[src/source/i3c_ibi_pkg.sv]
// Shared types and sizes for the I3C target IBI path, imported by every RTL block and the testbench
`default_nettype none

package i3c_ibi_pkg;

  // Sizing
  localparam int unsigned IbiQueueDepth = 8;
  localparam int unsigned THdDatWidth   = 20;
  localparam int unsigned BusIdleCycles = 16;

  // Retry limit value that disables the limit
  localparam logic [2:0] RetryUnlimited = 3'd7;

  // Last IBI status as seen by software
  typedef enum logic [1:0] {
    IbiSuccess            = 2'b00,
    IbiFailureNack        = 2'b01,
    IbiFailurePartialData = 2'b10,
    IbiFailureRetry       = 2'b11
  } ibi_status_e;

  // One queued byte, last marks the end of the IBI payload
  typedef struct packed {
    logic       last;
    logic [7:0] data;
  } ibi_byte_t;

  // Bus monitor outputs, all one-cycle pulses except bus_available
  typedef struct packed {
    logic scl_negedge;
    logic scl_posedge;
    logic bus_available;
    logic stop;
    logic rstart;
  } bus_event_t;

endpackage

`default_nettype wire
[src/source/i3c_ibi_top.sv]
// Top of the I3C target IBI path, joining queue, bus monitor, sequencer and the SDA serializers
`default_nettype none

module i3c_ibi_top (
  input  logic                                clk_i,
  input  logic                                rst_ni,
  input  logic                                scl_i,
  input  logic                                sda_i,
  input  logic                                wr_en_i,
  input  i3c_ibi_pkg::ibi_byte_t              wr_byte_i,
  input  logic                                begin_i,
  input  logic                                ibi_abort_i,
  input  logic [6:0]                          target_ibi_addr_i,
  input  logic                                target_ibi_addr_valid_i,
  input  logic [2:0]                          ibi_retry_num_i,
  input  logic [i3c_ibi_pkg::THdDatWidth-1:0] t_hd_dat_i,
  output logic                                sda_o,
  output logic                                done_o,
  output i3c_ibi_pkg::ibi_status_e            ibi_status_o,
  output logic                                ibi_status_we_o,
  output logic                                queue_full_o
);
  import i3c_ibi_pkg::*;

  ibi_byte_t  q_byte;
  bus_event_t bus_event;
  logic       q_valid;
  logic       q_ready;
  logic       tx_req_byte;
  logic       tx_req_bit;
  logic [7:0] tx_value;
  logic       tx_push_pull;
  logic       tx_done;
  logic       tx_sda_low;
  logic       rx_req_bit;
  logic       rx_done;
  logic [7:0] rx_value;
  logic       sda_start_low;

  // Abort goes straight to the queue flush
  ibi_queue u_queue (
    .clk_i, .rst_ni, .wr_en_i, .wr_byte_i,
    .flush_i(ibi_abort_i), .rd_ready_i(q_ready),
    .rd_valid_o(q_valid), .rd_byte_o(q_byte), .full_o(queue_full_o)
  );

  bus_monitor u_monitor (.clk_i, .rst_ni, .scl_i, .sda_i, .bus_event_o(bus_event));

  ibi_fsm u_fsm (
    .clk_i, .rst_ni, .begin_i, .target_ibi_addr_i, .target_ibi_addr_valid_i,
    .ibi_retry_num_i, .t_hd_dat_i, .bus_event_i(bus_event),
    .q_valid_i(q_valid), .q_byte_i(q_byte), .tx_done_i(tx_done),
    .rx_done_i(rx_done), .rx_value_i(rx_value), .q_ready_o(q_ready),
    .tx_req_byte_o(tx_req_byte), .tx_req_bit_o(tx_req_bit), .tx_value_o(tx_value),
    .tx_push_pull_o(tx_push_pull), .rx_req_bit_o(rx_req_bit),
    .sda_start_low_o(sda_start_low), .done_o, .ibi_status_o, .ibi_status_we_o
  );

  bus_tx u_tx (
    .clk_i, .rst_ni, .bus_event_i(bus_event), .req_byte_i(tx_req_byte),
    .req_bit_i(tx_req_bit), .value_i(tx_value), .push_pull_i(tx_push_pull),
    .sda_low_o(tx_sda_low), .done_o(tx_done)
  );

  // The IBI only ever reads single ACK bits
  bus_rx u_rx (
    .clk_i, .rst_ni, .bus_event_i(bus_event), .sda_i, .req_byte_i(1'b0),
    .req_bit_i(rx_req_bit), .value_o(rx_value), .done_o(rx_done)
  );

  // Open drain, released means high
  assign sda_o = ~(sda_start_low | tx_sda_low);

endmodule

`default_nettype wire

[src/source/ibi_fsm.sv]
// Sequences one IBI from forced START through address, ACK, data and T bits, and keeps status
`default_nettype none

module ibi_fsm (
  input  logic                                     clk_i,
  input  logic                                     rst_ni,
  input  logic                                     begin_i,
  input  logic [6:0]                               target_ibi_addr_i,
  input  logic                                     target_ibi_addr_valid_i,
  input  logic [2:0]                               ibi_retry_num_i,
  input  logic [i3c_ibi_pkg::THdDatWidth-1:0]      t_hd_dat_i,
  input  i3c_ibi_pkg::bus_event_t                  bus_event_i,
  input  logic                                     q_valid_i,
  input  i3c_ibi_pkg::ibi_byte_t                   q_byte_i,
  input  logic                                     tx_done_i,
  input  logic                                     rx_done_i,
  input  logic [7:0]                               rx_value_i,
  output logic                                     q_ready_o,
  output logic                                     tx_req_byte_o,
  output logic                                     tx_req_bit_o,
  output logic [7:0]                               tx_value_o,
  output logic                                     tx_push_pull_o,
  output logic                                     rx_req_bit_o,
  output logic                                     sda_start_low_o,
  output logic                                     done_o,
  output i3c_ibi_pkg::ibi_status_e                 ibi_status_o,
  output logic                                     ibi_status_we_o
);
  import i3c_ibi_pkg::*;

  typedef enum logic [3:0] {
    Idle             = 4'd0,
    WaitAvail        = 4'd1,
    DriveStart       = 4'd2,
    DriveAddr        = 4'd3,
    ReadAck          = 4'd4,
    WaitSclNeg       = 4'd5,
    SendData         = 4'd6,
    SendTbit         = 4'd7,
    WaitStopOrRstart = 4'd8,
    Flush            = 4'd9,
    Done             = 4'd10
  } state_e;

  state_e                 state_q;
  state_e                 state_d;
  ibi_status_e            status_q;
  ibi_status_e            fail_status;
  logic [2:0]             retry_cnt_q;
  logic [THdDatWidth-1:0] tcount_q;
  logic                   can_retry;
  logic                   nack;
  logic                   stop;

  assign stop      = bus_event_i.stop;
  assign nack      = rx_value_i[0];
  assign can_retry = (ibi_retry_num_i == RetryUnlimited) || (ibi_retry_num_i != retry_cnt_q);

  always_comb begin
    state_d = state_q;
    case (state_q)
      Idle: begin
        if (begin_i && target_ibi_addr_valid_i) begin
          state_d = can_retry ? WaitAvail : Flush;
        end
      end
      WaitAvail: begin
        if (stop) state_d = Done;
        else if (bus_event_i.bus_available) state_d = DriveStart;
      end
      DriveStart: begin
        if (stop) begin
          state_d = Done;
        end else if ((t_hd_dat_i == '0 && bus_event_i.scl_negedge) || tcount_q == '0) begin
          state_d = DriveAddr;
        end
      end
      DriveAddr: begin
        if (stop) state_d = Done;
        else if (tx_done_i) state_d = ReadAck;
      end
      ReadAck: begin
        if (stop) state_d = Done;
        else if (rx_done_i) state_d = nack ? WaitStopOrRstart : WaitSclNeg;
      end
      WaitSclNeg: if (bus_event_i.scl_negedge) state_d = SendData;
      SendData: begin
        if (stop) state_d = Flush;
        else if (tx_done_i) state_d = SendTbit;
      end
      SendTbit: begin
        if (stop) state_d = Flush;
        else if (tx_done_i) state_d = q_byte_i.last ? Done : SendData;
      end
      WaitStopOrRstart: if (stop || bus_event_i.rstart) state_d = Done;
      Flush: if (!q_valid_i) state_d = Done;
      default: state_d = Idle;
    endcase
  end

  always_ff @(posedge clk_i or negedge rst_ni) begin
    if (!rst_ni) begin
      state_q <= Idle;
    end else begin
      state_q <= state_d;
    end
  end

  // Data hold count after the first SCL fall, all ones when idle
  always_ff @(posedge clk_i or negedge rst_ni) begin
    if (!rst_ni) begin
      tcount_q <= '1;
    end else if (state_q == DriveStart && bus_event_i.scl_negedge && tcount_q == '1) begin
      tcount_q <= t_hd_dat_i - THdDatWidth'(1);
    end else if (tcount_q != '1) begin
      tcount_q <= tcount_q - THdDatWidth'(1);
    end
  end

  always_comb begin
    tx_req_byte_o  = 1'b0;
    tx_req_bit_o   = 1'b0;
    tx_value_o     = '0;
    tx_push_pull_o = 1'b0;
    rx_req_bit_o   = 1'b0;
    q_ready_o      = 1'b0;
    case (state_q)
      DriveAddr: begin
        tx_req_byte_o = 1'b1;
        tx_value_o    = {target_ibi_addr_i, 1'b1};
      end
      ReadAck: rx_req_bit_o = 1'b1;
      SendData: begin
        tx_req_byte_o  = 1'b1;
        tx_value_o     = q_byte_i.data;
        tx_push_pull_o = 1'b1;
      end
      SendTbit: begin
        tx_req_bit_o   = 1'b1;
        tx_value_o     = {7'b0, ~q_byte_i.last};
        tx_push_pull_o = 1'b1;
        q_ready_o      = tx_done_i;
      end
      Flush: q_ready_o = 1'b1;
      default: ;
    endcase
  end

  // A failure after an earlier failure is reported as retry
  always_comb begin
    fail_status = IbiFailureRetry;
    if (status_q == IbiSuccess) begin
      fail_status = (state_q == ReadAck) ? IbiFailureNack : IbiFailurePartialData;
    end
  end

  always_ff @(posedge clk_i or negedge rst_ni) begin
    if (!rst_ni) begin
      status_q <= IbiSuccess;
    end else if ((state_q == SendData || state_q == SendTbit) && stop) begin
      status_q <= fail_status;
    end else if (state_q == SendTbit && tx_done_i && q_byte_i.last) begin
      status_q <= IbiSuccess;
    end else if (state_q == ReadAck && !stop && rx_done_i && nack) begin
      status_q <= fail_status;
    end
  end

  always_ff @(posedge clk_i or negedge rst_ni) begin
    if (!rst_ni) begin
      retry_cnt_q <= 3'd7;
    end else if (state_q == Done) begin
      retry_cnt_q <= (status_q == IbiFailureNack) ? retry_cnt_q + 3'd1 : 3'd7;
    end
  end

  assign sda_start_low_o = (state_q == DriveStart);
  assign done_o          = (state_q == Done);
  assign ibi_status_o    = status_q;
  assign ibi_status_we_o = (state_q == Done) || (state_q == WaitStopOrRstart && stop);

endmodule

`default_nettype wire

[src/source/ibi_queue.sv]
// Holds IBI bytes written by software until the sequencer sends or flushes them
`default_nettype none

module ibi_queue (
  input  logic                   clk_i,
  input  logic                   rst_ni,
  input  logic                   wr_en_i,
  input  i3c_ibi_pkg::ibi_byte_t wr_byte_i,
  input  logic                   flush_i,
  input  logic                   rd_ready_i,
  output logic                   rd_valid_o,
  output i3c_ibi_pkg::ibi_byte_t rd_byte_o,
  output logic                   full_o
);
  import i3c_ibi_pkg::*;

  localparam int unsigned PtrW = $clog2(IbiQueueDepth);

  ibi_byte_t       mem_q [IbiQueueDepth];
  logic [PtrW-1:0] wr_ptr_q;
  logic [PtrW-1:0] rd_ptr_q;
  logic [PtrW:0]   count_q;
  logic            push;
  logic            pop;

  // Writes into a full queue are lost
  assign push = wr_en_i & ~full_o;
  assign pop  = rd_ready_i & rd_valid_o;

  always_ff @(posedge clk_i or negedge rst_ni) begin
    if (!rst_ni) begin
      wr_ptr_q <= '0;
      rd_ptr_q <= '0;
      count_q  <= '0;
    end else if (flush_i) begin
      // Abort empties the queue at once
      wr_ptr_q <= '0;
      rd_ptr_q <= '0;
      count_q  <= '0;
    end else begin
      if (push) begin
        wr_ptr_q <= wr_ptr_q + 1'b1;
      end
      if (pop) begin
        rd_ptr_q <= rd_ptr_q + 1'b1;
      end
      count_q <= count_q + (PtrW + 1)'(push) - (PtrW + 1)'(pop);
    end
  end

  always_ff @(posedge clk_i) begin
    if (push) begin
      mem_q[wr_ptr_q] <= wr_byte_i;
    end
  end

  assign rd_byte_o  = mem_q[rd_ptr_q];
  assign rd_valid_o = (count_q != '0);
  assign full_o     = (count_q == (PtrW + 1)'(IbiQueueDepth));

endmodule

`default_nettype wire

[src/source/bus_rx.sv]
// Receives a requested bit or byte from SDA on SCL rising edges for the IBI sequencer
`default_nettype none

module bus_rx (
  input  logic                    clk_i,
  input  logic                    rst_ni,
  input  i3c_ibi_pkg::bus_event_t bus_event_i,
  input  logic                    sda_i,
  input  logic                    req_byte_i,
  input  logic                    req_bit_i,
  output logic [7:0]              value_o,
  output logic                    done_o
);

  logic [7:0] shift_q;
  logic [3:0] bits_left_q;
  logic       busy_q;
  logic       done_q;
  logic       load;
  logic       sample;

  // No reload while the requester still sees done
  assign load   = ~busy_q & ~done_q & (req_byte_i | req_bit_i);
  assign sample = busy_q & bus_event_i.scl_posedge;

  always_ff @(posedge clk_i or negedge rst_ni) begin
    if (!rst_ni) begin
      busy_q      <= 1'b0;
      bits_left_q <= '0;
      done_q      <= 1'b0;
    end else begin
      done_q <= 1'b0;
      if (load) begin
        busy_q      <= 1'b1;
        bits_left_q <= req_byte_i ? 4'd8 : 4'd1;
      end else if (sample) begin
        bits_left_q <= bits_left_q - 4'd1;
        if (bits_left_q == 4'd1) begin
          busy_q <= 1'b0;
          done_q <= 1'b1;
        end
      end
    end
  end

  // Value stays put until the next request clears it
  always_ff @(posedge clk_i) begin
    if (load) begin
      shift_q <= '0;
    end else if (sample) begin
      shift_q <= {shift_q[6:0], sda_i};
    end
  end

  assign value_o = shift_q;
  assign done_o  = done_q;

endmodule

`default_nettype wire

[src/source/bus_tx.sv]
// Serializes a requested byte or single bit onto SDA during SCL low phases for the IBI sequencer
`default_nettype none

module bus_tx (
  input  logic                    clk_i,
  input  logic                    rst_ni,
  input  i3c_ibi_pkg::bus_event_t bus_event_i,
  input  logic                    req_byte_i,
  input  logic                    req_bit_i,
  input  logic [7:0]              value_i,
  input  logic                    push_pull_i,
  output logic                    sda_low_o,
  output logic                    done_o
);

  logic [7:0] shift_q;
  logic [3:0] bits_left_q;
  logic       busy_q;
  logic       pp_q;
  logic       od_low_q;
  logic       bit_low;
  logic       load;
  logic       shift;

  assign load  = ~busy_q & (req_byte_i | req_bit_i);
  assign shift = busy_q & bus_event_i.scl_negedge;

  // Done on the falling edge that closes the last bit
  assign done_o = shift & (bits_left_q == 4'd1);

  always_ff @(posedge clk_i or negedge rst_ni) begin
    if (!rst_ni) begin
      busy_q      <= 1'b0;
      bits_left_q <= '0;
      pp_q        <= 1'b0;
    end else if (load) begin
      busy_q      <= 1'b1;
      bits_left_q <= req_byte_i ? 4'd8 : 4'd1;
      pp_q        <= push_pull_i;
    end else if (shift) begin
      bits_left_q <= bits_left_q - 4'd1;
      if (bits_left_q == 4'd1) begin
        busy_q <= 1'b0;
      end
    end
  end

  // MSB first, a single bit goes out from bit 0
  always_ff @(posedge clk_i) begin
    if (load) begin
      shift_q <= req_byte_i ? value_i : {value_i[0], 7'b0};
    end else if (shift) begin
      shift_q <= {shift_q[6:0], 1'b0};
    end
  end

  assign bit_low = busy_q & ~shift_q[7];

  // Open-drain bits change one cycle later than push-pull bits
  always_ff @(posedge clk_i or negedge rst_ni) begin
    if (!rst_ni) begin
      od_low_q <= 1'b0;
    end else begin
      od_low_q <= bit_low;
    end
  end

  assign sda_low_o = pp_q ? bit_low : od_low_q;

endmodule

`default_nettype wire

[src/source/bus_monitor.sv]
// Samples SCL and SDA and reports edges, START, repeated START, STOP and bus idle to the IBI path
`default_nettype none

module bus_monitor (
  input  logic                    clk_i,
  input  logic                    rst_ni,
  input  logic                    scl_i,
  input  logic                    sda_i,
  output i3c_ibi_pkg::bus_event_t bus_event_o
);
  import i3c_ibi_pkg::*;

  localparam int unsigned IdleCntW = $clog2(BusIdleCycles);

  logic [1:0]          scl_sync_q;
  logic [1:0]          sda_sync_q;
  logic                scl_prev_q;
  logic                sda_prev_q;
  logic [IdleCntW-1:0] idle_cnt_q;
  logic                bus_avail_q;
  logic                start_det;
  logic                stop_det;

  // Pins idle high, so the synchronizers reset high
  always_ff @(posedge clk_i or negedge rst_ni) begin
    if (!rst_ni) begin
      scl_sync_q <= 2'b11;
      sda_sync_q <= 2'b11;
      scl_prev_q <= 1'b1;
      sda_prev_q <= 1'b1;
    end else begin
      scl_sync_q <= {scl_sync_q[0], scl_i};
      sda_sync_q <= {sda_sync_q[0], sda_i};
      scl_prev_q <= scl_sync_q[1];
      sda_prev_q <= sda_sync_q[1];
    end
  end

  // SDA moving while SCL stays high
  assign start_det = scl_prev_q & scl_sync_q[1] & sda_prev_q & ~sda_sync_q[1];
  assign stop_det  = scl_prev_q & scl_sync_q[1] & ~sda_prev_q & sda_sync_q[1];

  // Any low pin restarts the idle count, so a START also clears availability
  always_ff @(posedge clk_i or negedge rst_ni) begin
    if (!rst_ni) begin
      idle_cnt_q  <= '0;
      bus_avail_q <= 1'b0;
    end else if (!(scl_sync_q[1] && sda_sync_q[1])) begin
      idle_cnt_q  <= '0;
      bus_avail_q <= 1'b0;
    end else if (idle_cnt_q == IdleCntW'(BusIdleCycles - 1)) begin
      bus_avail_q <= 1'b1;
    end else begin
      idle_cnt_q <= idle_cnt_q + 1'b1;
    end
  end

  assign bus_event_o.scl_negedge   = scl_prev_q & ~scl_sync_q[1];
  assign bus_event_o.scl_posedge   = ~scl_prev_q & scl_sync_q[1];
  assign bus_event_o.bus_available = bus_avail_q;
  assign bus_event_o.stop          = stop_det;
  // A START on a busy bus is a repeated START
  assign bus_event_o.rstart        = start_det & ~bus_avail_q;

endmodule

`default_nettype wire

[config.mk]
export PLATFORM = sky130hd
export DESIGN_NAME = i3c_ibi_top
export DESIGN_NICKNAME = d
export VERILOG_FILES = /design/src/source/i3c_ibi_pkg.sv /design/src/source/i3c_ibi_top.sv /design/src/source/ibi_fsm.sv /design/src/source/ibi_queue.sv /design/src/source/bus_rx.sv /design/src/source/bus_tx.sv /design/src/source/bus_monitor.sv
export SDC_FILE = /design/constraint.sdc
export NUM_CORES = 1
export LEC_CHECK = 0
export BUFFER_PORTS_ARGS = -buffer_cell sky130_fd_sc_hd__buf_2
export CORE_ASPECT_RATIO = 0.75
export CORE_MARGIN = 1.5
export CORE_UTILIZATION = 60
export CTS_CLUSTER_DIAMETER = 50
export DETAILED_ROUTE_END_ITERATION = 7
export PLACE_DENSITY_LB_ADDON = 0.3
export RECOVER_POWER = 25
export SLEW_MARGIN = 30
export SYNTH_ARGS = -nofsm -noshare
export SYNTH_HDL_FRONTEND = slang
export SYNTH_SLANG_ARGS = --single-unit
[constraint.sdc]
create_clock -name clk_i -period 3.7 [get_ports clk_i]
set_input_delay 0 -clock clk_i [delete_from_list [all_inputs] [get_ports clk_i]]
set_output_delay 0 -clock clk_i [all_outputs]
set_load 0.05 [all_outputs]
==> results.cfg, run 1 <==
[status]
status = finished with violations
violations = max-capacitance violations, max-slew violations

[global_route]
grt_pass1_vias = 5530
grt_max_degree = 42
grt-ovfl-total = 0
antenna_found_initial = 0
track_usage_pct = 29.4
grt_pass1_wl_um = 28000

[place]
port_buffers = 52
hpwl_um = 11300
gp_congestion = 0.948
placed_cell_area_mm2 = 0.00768

[clock_tree]
cts_tree = done
clock_sinks = 144
clk_pin_slew_ns = 0.07
cts_resized = 0
clk-insertion-delay-late_ns = 0.42
cts_root_buf = clkbuf_16
clockBufferDepth = 2
post_cts_buffers = 0
numCtsBuffers = 17
hold_buffers = 37
htreeDepth = 4

[timing]
final-setup-viol-count = 0
maxSlewViolCount = 42
fin_crit_ns = 3.50
max_freq_mhz = 286
tightest_slew_ns = 2.28
hold_violations = 0
relSlewSlack_pct = -52.0
clock_skew_ns = 0.0110
hold-worst-slack_ns = 0.0382
finalCritPeriodShare_pct = 94.5
finalSetupTns_ns = 0
rsz0062_at_grt = false

[worst_setup_path]
critPathKind = register to register
cp_max_fo = 12
cp_data_required_time_ns = 4.05
path_delay_family = simple AND/OR/NAND/NOR gates
crit_arrival_ns = 3.84
start_kind = register
cpMostUsedCell = and3_1
critical_path_buf_inv_count = 0
cp_slowest_stage_delay_ns = 0.64
end_kind = register
critPathLaunch = u_fsm.state_q[3]$_DFFE_PN0P_
path_cells = or4b_4, nor2_4, and3_1, mux2i_1, ha_1, and3_1, nand4_4, a221oi_1, xnor2_1, a21oi_1
reg2reg_from = u_fsm.state_q[3]$_DFFE_PN0P_
cp_slowest_cell = or4b_4

[synthesis]
syn_avg_cell_area_um2 = 12.1
synth_seq_cells = 144
synth_edf_count = 80
synth_seq_area_share_pct = 56.4
synth_cells = 590
synthFlopType = edfxtp_1
syn_area_mm2 = 0.00715
synthArstFlopShare_pct = 43.8
ys_warn_count = 0
syn-num-nets = 653
yosysUniqueCellTypes = 74

[power]
p_leak_nw = 3.23
p_sw_w = 0.00160
netSwitchingFraction_pct = 32.3
vdd_ir_drop_max_mv = 0.468
clkPwrFrac_pct = 33.6
power.total_w = 0.00496
powerDensity_mw_per_mm2 = 576
power_frac_comb_pct = 25.1
seqPwrFrac_pct = 41.3
intPower_w = 0.00335

[drt]
ant_nets = 0
num_vias = 5389
wl_um = 17100
drc = 0
drtIter0Drc = 624
wire_per_inst_um = 19.6
drtPass1Iterations = 6
via_per_inst = 6.18

[die]
die_w_um = 129
die_h_um = 97.6
coreArea_mm2 = 0.0116
initial_core_util_pct = 61.6
row_count = 34
die_area_mm2 = 0.0126
top_level_ports = 53

[layout]
insertedDiodeCount = 0
fin_util_pct = 74.1
drive_gt1_share_pct = 22.4
fill_cells = 733
finalInstanceArea_mm2 = 0.00861
seq_area_mm2 = 0.00404
areaGrowthSynthToFinish_pct = 20.4
multiInputGateArea_mm2 = 0.00296
nNetsFinal = 760

[hold_path]
hold_path_class = input pin to register
worstHoldStart = t_hd_dat_i[1]

[job]
drv_cap = 1
[sequential cells by signal (all words and copies together) (netlist names), 2 cells and up]
register / cells
u_fsm.ibi_status_o: 2
u_tx.shift_q: 8
u_tx.bits_left_q: 4
u_monitor.idle_cnt_q: 4
u_queue.mem_q: 72
u_fsm.tcount_q: 20
u_rx.bits_left_q: 4
u_queue.wr_ptr_q: 3
u_fsm.retry_cnt_q: 3
u_queue.rd_ptr_q: 3
u_fsm.state_q: 4
u_monitor.scl_sync_q: 2
u_monitor.sda_sync_q: 2
u_queue.count_q: 4
[metal layers]
metal	vias up	track usage, %	part of all wire (%)
li1	2433	-	-
met1	2625	41.4	41
met2	283	45.6	48
met3	48	6.66	8.3
met4	0	9.94	2.0
met5	-	0	0
[per-stage QoR]
stage | std cells | setup slack (ns)
final | 872 | 0.204
after global routing | 872 | 0.00127
after CTS | 872 | 0.281
after detailed placement | 803 | 0.374
after global placement | 803 | 0.590
after floorplan | 590 | 0.556
[final timing paths]
kind	slack, ns	to	depth (start not counted)
setup / recovery	0.20	u_fsm.tcount_q[16]$_DFFE_PN1P_	10
hold / removal	0.04	u_fsm.tcount_q[1]$_DFFE_PN1P_	4
setup reg to reg	0.20	u_fsm.tcount_q[16]$_DFFE_PN1P_	10
hold reg to reg	0.35	u_monitor.sda_sync_q[1]$_DFF_PN1_	0
max in group asynchronous	1.54	u_fsm.tcount_q[3]$_DFFE_PN1P_	3
min in group asynchronous	0.82	u_tx.bits_left_q[2]$_DFFE_PN0P_	2
[synth_stat cells (all sizes together) (7+ instances only)]
library cell,number,area [µm²]
xnor2,21,184
nand4,8,71.3
clkbuf,14,52.6
nand2,30,113
edfxtp,80,2400
nor3,24,141
ha,15,188
mux4,18,405
o22ai,8,50.1
nand3,16,85.1
dfstp,29,762
dfrtp,34,851
a21oi,39,199
o21ai,16,80.1
nor4,7,58.8
nor2,71,274
mux2i,21,210
xor2,12,105
inv,19,71.3
nand2b,13,81.3
[placed cells by master (no fill, tap or decap), types with 8 or more instances in the layout]
cell	instances
nand2b_1	13
mux2i_1	21
o21ai_0	16
ha_1	15
xnor2_1	21
buf_2	41
clkbuf_16	17
dfstp_2	29
nand2_1	30
dlygate4sd3_1	37
nor3_1	20
nand3_1	15
a21oi_1	38
mux4_2	18
edfxtp_1	80
nor2_1	70
inv_1	19
o22ai_1	8
dfrtp_1	34
xor2_1	12
clkbuf_1	11
buf_4	19
[tightest hold or removal path: cells and delay by family]
kind	cells	cell delay [ns]
muxes	1	0.14
adders and majority gates	1	0.14
buffers and inverters	1	0.12
and+or+nand+nor	1	0.05
[power groups by stage]
stage                     clock [W]  sequential [W]  combinational [W]
after floorplan                   0         0.00205           0.000853
after global placement            0         0.00206            0.00111
after detailed placement          0         0.00207            0.00117
after CTS                   0.00168         0.00204            0.00123
after global routing        0.00176         0.00207            0.00137
final                       0.00167         0.00205            0.00124
[area by class of cell]
| type | count | area share, % |
|---|---|---|
| clock inverters | 15 | 1.74 |
| inverters | 19 | 0.828 |
| clock buffers | 17 | 4.94 |
| multi-input cells | 407 | 34.4 |
| repair buffers | 108 | 8.82 |
| flip-flops and latches | 144 | 46.9 |
| well taps | 162 | 2.35 |
[logic make-up after synthesis]
family	after synthesis	share of synthesized area, %
XOR/XNOR	33	4.04
multiplexers	41	8.92
flip-flops	144	56.4
AND/OR/NAND/NOR	211	15.9
buffers and inverters	39	2.20
adder cells (fa/ha/maj)	16	2.90
AO/OA/AOI/OAI	106	9.66
Note: power is estimated with default switching activity, not from simulation.
==> run 2: changes to the inputs <==
--- a/config.mk
+++ b/config.mk
@@ -7,3 +7,3 @@
 export LEC_CHECK = 0
-export BUFFER_PORTS_ARGS = -buffer_cell sky130_fd_sc_hd__buf_2
+export BUFFER_PORTS_ARGS = -buffer_cell sky130_fd_sc_hd__buf_4
 export CORE_ASPECT_RATIO = 0.75
==> constraint.sdc (replaced) <==
create_clock -name clk_i -period 3.7 [get_ports clk_i]
set_input_delay 0.74 -clock clk_i [delete_from_list [all_inputs] [get_ports clk_i]]
set_output_delay 0.74 -clock clk_i [all_outputs]
set_load 0.05 [all_outputs]
==> run 2 against run 1 <==
- largest power group unchanged
- the flow now finishes without violations
- final area down 2.9%
- combinational power barely moved
- first-iteration DRC count down 22%
- sequential cell count did not move
- largest cell class unchanged
- cell count is 4.4% lower
- core utilization down 2.1 points
==> results.cfg, run 2 (synthesis gave the netlist of run 1 again) <==
[timing]
final-setup-viol-count = 0
finalSetupTns_ns = 0
hold_violations = 0
clock_skew_ns = 0.0109
tightest_slew_ns = 0.944
max_freq_mhz = 302
rsz0062_at_grt = false
fin_crit_ns = 3.31
maxSlewViolCount = 0
finalCritPeriodShare_pct = 89.5
relSlewSlack_pct = 37.0

[worst_setup_path]
cpMostUsedCell = and3_1
path_delay_family = simple AND/OR/NAND/NOR gates
path_cells = or4b_4, nor2_4, and3_1, mux2i_1, ha_1, and3_1, nand4_4, a221oi_2, xnor2_1, a21oi_1
cp_data_required_time_ns = 4.05
cp_slowest_cell = or4b_4
critical_path_buf_inv_count = 0
start_kind = register
end_kind = register
critPathKind = register to register
cp_max_fo = 12
crit_arrival_ns = 3.66
cp_slowest_stage_delay_ns = 0.64

[global_route]
grt_pass1_vias = 5070
grt_pass1_wl_um = 26300
grt_max_degree = 64
antenna_found_initial = 0
track_usage_pct = 27.9
grt-ovfl-total = 0

[layout]
finalInstanceArea_mm2 = 0.00836
top_register = u_queue.mem_q
reg_top3 = u_queue.mem_q x72, u_fsm.tcount_q x20, u_tx.shift_q x8
insertedDiodeCount = 0
multiInputGateArea_mm2 = 0.00296
areaGrowthSynthToFinish_pct = 16.9
largest_reg_flops = 72
fill_cells = 806
drive_gt1_share_pct = 24.0
layout_common_cells = edfxtp_1 (80), nor2_1 (70), buf_4 (59)
seq_area_mm2 = 0.00404
nNetsFinal = 722
layout_commonest_cell = edfxtp_1

[clock_tree]
clockBufferDepth = 2
hold_buffers = 0
cts_tree = done
clock_sinks = 144
clk_pin_slew_ns = 0.07
cts_resized = 0
post_cts_buffers = 0
htreeDepth = 4
cts_root_buf = clkbuf_16
clk-insertion-delay-late_ns = 0.43
numCtsBuffers = 17

[place]
gp_congestion = 0.905
hpwl_um = 10900
placed_cell_area_mm2 = 0.00780
port_buffers = 52

[drt]
wl_um = 16300
drtPass1Iterations = 5
drtIter0Drc = 484
num_vias = 5130
drc = 0
ant_nets = 0
via_per_inst = 6.15
wire_per_inst_um = 19.5

[hold_path]
hold_path_class = register to register

[die]
top_level_ports = 53
die_w_um = 129
die_h_um = 97.6
row_count = 34
coreArea_mm2 = 0.0116
initial_core_util_pct = 61.6
die_area_mm2 = 0.0126

[power]
clkPwrFrac_pct = 34.0
seqPwrFrac_pct = 41.3
vdd_ir_drop_max_mv = 0.464
intPower_w = 0.00331
p_leak_nw = 3.12
power_frac_comb_pct = 24.7
powerDensity_mw_per_mm2 = 592
netSwitchingFraction_pct = 33.1
p_sw_w = 0.00164

[status]
status = finished clean

[job]
drv_cap = 0
## run 2: worst paths after layout
path / startpoint / endpoint / slack [ns] / depth (start not counted)
max: u_fsm.state_q[3]$_DFFE_PN0P_ / u_fsm.tcount_q[16]$_DFFE_PN1P_ / 0.39 / 10
min: u_monitor.scl_sync_q[0]$_DFF_PN1_ / u_monitor.scl_sync_q[1]$_DFF_PN1_ / 0.36 / 0
max reg2reg: u_fsm.state_q[3]$_DFFE_PN0P_ / u_fsm.tcount_q[16]$_DFFE_PN1P_ / 0.39 / 10
min reg2reg: u_monitor.scl_sync_q[0]$_DFF_PN1_ / u_monitor.scl_sync_q[1]$_DFF_PN1_ / 0.36 / 0
max in group asynchronous: rst_ni / u_monitor.bus_avail_q$_DFFE_PN0P_ / 2.77 / 1
min in group asynchronous: rst_ni / u_queue.wr_ptr_q[2]$_DFFE_PN0P_ / 0.40 / 1
## run 2: cell type report
class	count	share of cell area, %
clock buffers	17	5.09
well taps	162	2.42
repair buffers	70	5.88
multi-input cells	407	35.5
clock inverters	15	2.02
inverters	19	0.853
flip-flops and latches	144	48.3
## run 2: per-layer routing
metal	GRT usage, %	part of all wire [%]
met1	40.4	44
met2	41.9	46
met3	6.00	7.8
met4	9.94	1.6
met5	0	0
## run 2: stage by stage
| step | worst slack [ns] | util (%) | cells | total power, W | hold WS [ns] |
|---|---|---|---|---|---|
| after global routing | 0.178 | 72.0 | 834 | 0.00517 | 0.363 |
| after CTS | 0.398 | 72.3 | 834 | 0.00496 | 0.357 |
| final | 0.390 | 72.0 | 834 | 0.00495 | 0.359 |
| after floorplan | 0.556 | - | 590 | 0.00291 | 0.345 |
| after global placement | 0.618 | 67.2 | 802 | 0.00320 | 0.346 |
| after detailed placement | 0.441 | 67.2 | 802 | 0.00327 | 0.347 |
## run 2: power groups by stage
stage | registers, W | logic (W) | clock network (W)
global route | 0.00206 | 0.00135 | 0.00176
floorplan | 0.00205 | 0.000853 | 0
finish | 0.00204 | 0.00122 | 0.00168
global placement | 0.00206 | 0.00114 | 0
detailed placement | 0.00207 | 0.00120 | 0
CTS | 0.00204 | 0.00122 | 0.00170
==> run 3: changes to the inputs <==
Settings changed: CELL_PAD_IN_SITES_DETAIL_PLACEMENT set to 2, CELL_PAD_IN_SITES_GLOBAL_PLACEMENT set to 2, CORE_UTILIZATION 60 to 41.
==> run 3 against run 2 <==
- total power rose by 3.4%
- count of clock-buffer cells in the layout did not move
- global-route usage fell by 2.2 points
==> results.cfg, run 3 (synthesis gave the netlist of run 1 again) <==
[worst_setup_path]
start_kind = register
cpMostUsedCell = and3_1
path_delay_family = simple AND/OR/NAND/NOR gates
critPathLaunch = u_fsm.state_q[3]$_DFFE_PN0P_
critPathKind = register to register
path_cells = or4b_4, nor2_4, and3_1, mux2i_1, ha_1, and3_1, nand4_4, a221oi_1, xnor2_1, a21oi_1
r2r_setup_slack_ns = 0.24
cp.depth = 10
crit_arrival_ns = 3.82
cp_max_fo = 12
ff2ff_path_depth = 10
cp_data_required_time_ns = 4.06
cp_slowest_cell = or4b_4
critical_path_buf_inv_count = 0
cp_slowest_stage_delay_ns = 0.64
reg2reg_from = u_fsm.state_q[3]$_DFFE_PN0P_
end_kind = register

[global_route]
track_usage_pct = 25.7
grt_pass1_wl_um = 34700
grt_pass1_vias = 5773
antenna_found_initial = 0
grt-ovfl-total = 0
grt_max_degree = 64

[place]
port_buffers = 52
dp_cells = 854
gp_congestion = 0.850
placed_cell_area_mm2 = 0.00786
hpwl_um = 15300

[power]
clkPwrFrac_pct = 34.2
p_sw_w = 0.00180
intPower_w = 0.00332
p_leak_nw = 3.12
power_frac_comb_pct = 25.6
seqPwrFrac_pct = 40.2
powerDensity_mw_per_mm2 = 606
netSwitchingFraction_pct = 35.1
vdd_ir_drop_max_mv = 0.411

[die]
die_area_mm2 = 0.0183
initial_core_util_pct = 42.2
row_count = 41
coreArea_mm2 = 0.0169
die_h_um = 117
die_w_um = 156
top_level_ports = 53

[timing]
final-setup-viol-count = 0
tightest_slew_ns = 0.890
finalSetupTns_ns = 0
relSlewSlack_pct = 40.7
fin_crit_ns = 3.46
hold_violations = 0
clock_skew_ns = 0.00860
max_freq_mhz = 289
finalCritPeriodShare_pct = 93.6
rsz0062_at_grt = false
maxSlewViolCount = 0

[clock_tree]
clk-insertion-delay-late_ns = 0.43
post_cts_buffers = 0
htreeDepth = 4
clockBufferDepth = 2
cts_root_buf = clkbuf_16
clk_pin_slew_ns = 0.07
hold_buffers = 0
cts_resized = 0
cts_tree = done
clock_sinks = 144
numCtsBuffers = 17

[layout]
reg_top3 = u_queue.mem_q x72, u_fsm.tcount_q x20, u_tx.shift_q x8
drive_gt1_share_pct = 23.8
seq_area_mm2 = 0.00404
nNetsFinal = 721
finalInstanceArea_mm2 = 0.00844
areaGrowthSynthToFinish_pct = 18.0
layout_commonest_cell = edfxtp_1
fill_cells = 1691
largest_reg_flops = 72
insertedDiodeCount = 0
top_register = u_queue.mem_q
multiInputGateArea_mm2 = 0.00296
fin_util_pct = 49.9
layout_common_cells = edfxtp_1 (80), nor2_1 (70), buf_4 (58)
fin_cells = 886

[drt]
wl_um = 22300
wire_per_inst_um = 25.2
ant_nets = 0
drc = 0
drtIter0Drc = 309
via_per_inst = 5.90
drtPass1Iterations = 4
num_vias = 5223

[hold_path]
hold_path_class = register to register
worstHoldStart = u_monitor.scl_sync_q[0]$_DFF_PN1_
holdPathStages = 0

[status]
status = finished clean

[job]
drv_cap = 0
## run 3: path summary, 6_finish.rpt
check,endpoint
max,u_fsm.tcount_q[14]$_DFFE_PN1P_
min,u_monitor.scl_sync_q[1]$_DFF_PN1_
max reg2reg,u_fsm.tcount_q[14]$_DFFE_PN1P_
min reg2reg,u_monitor.scl_sync_q[1]$_DFF_PN1_
max in group asynchronous,u_tx.bits_left_q[1]$_DFFE_PN0P_
min in group asynchronous,u_queue.count_q[2]$_DFF_PN0_
## run 3: power by group through the flow
stage / registers (W) / clock network (W) / logic [W]
after floorplan: 0.00205 / 0 / 0.000853
after global placement: 0.00205 / 0 / 0.00119
after detailed placement: 0.00208 / 0 / 0.00128
after CTS: 0.00206 / 0.00178 / 0.00132
after global routing: 0.00208 / 0.00184 / 0.00143
final: 0.00206 / 0.00175 / 0.00131
## run 3: final cells by class
class | instances | share of cell area, %
clock buffers | 17 | 5.04
clock inverters | 15 | 2.28
inverters | 19 | 0.845
multi-input cells | 407 | 35.1
flip-flops and latches | 144 | 47.8
well taps | 215 | 3.19
repair buffers | 69 | 5.69
## run 3: layer usage
layer | wire length, µm | track usage (%)
met1 | 10000 | 34.9
met2 | 11100 | 41.9
met3 | 991 | 5.95
met4 | 221 | 6.25
met5 | 0 | 0
## run 3: stage by stage
stage          total power [W]  worst slack, ns  hold WS [ns]
3_5_place_dp           0.00336            0.332         0.350
5_1_grt                0.00535           0.0722         0.358
4_1_cts                0.00516            0.243         0.361
2_1_floorplan          0.00291            0.556         0.345
6_report               0.00512            0.238         0.355
3_3_place_gp           0.00325            0.532         0.348
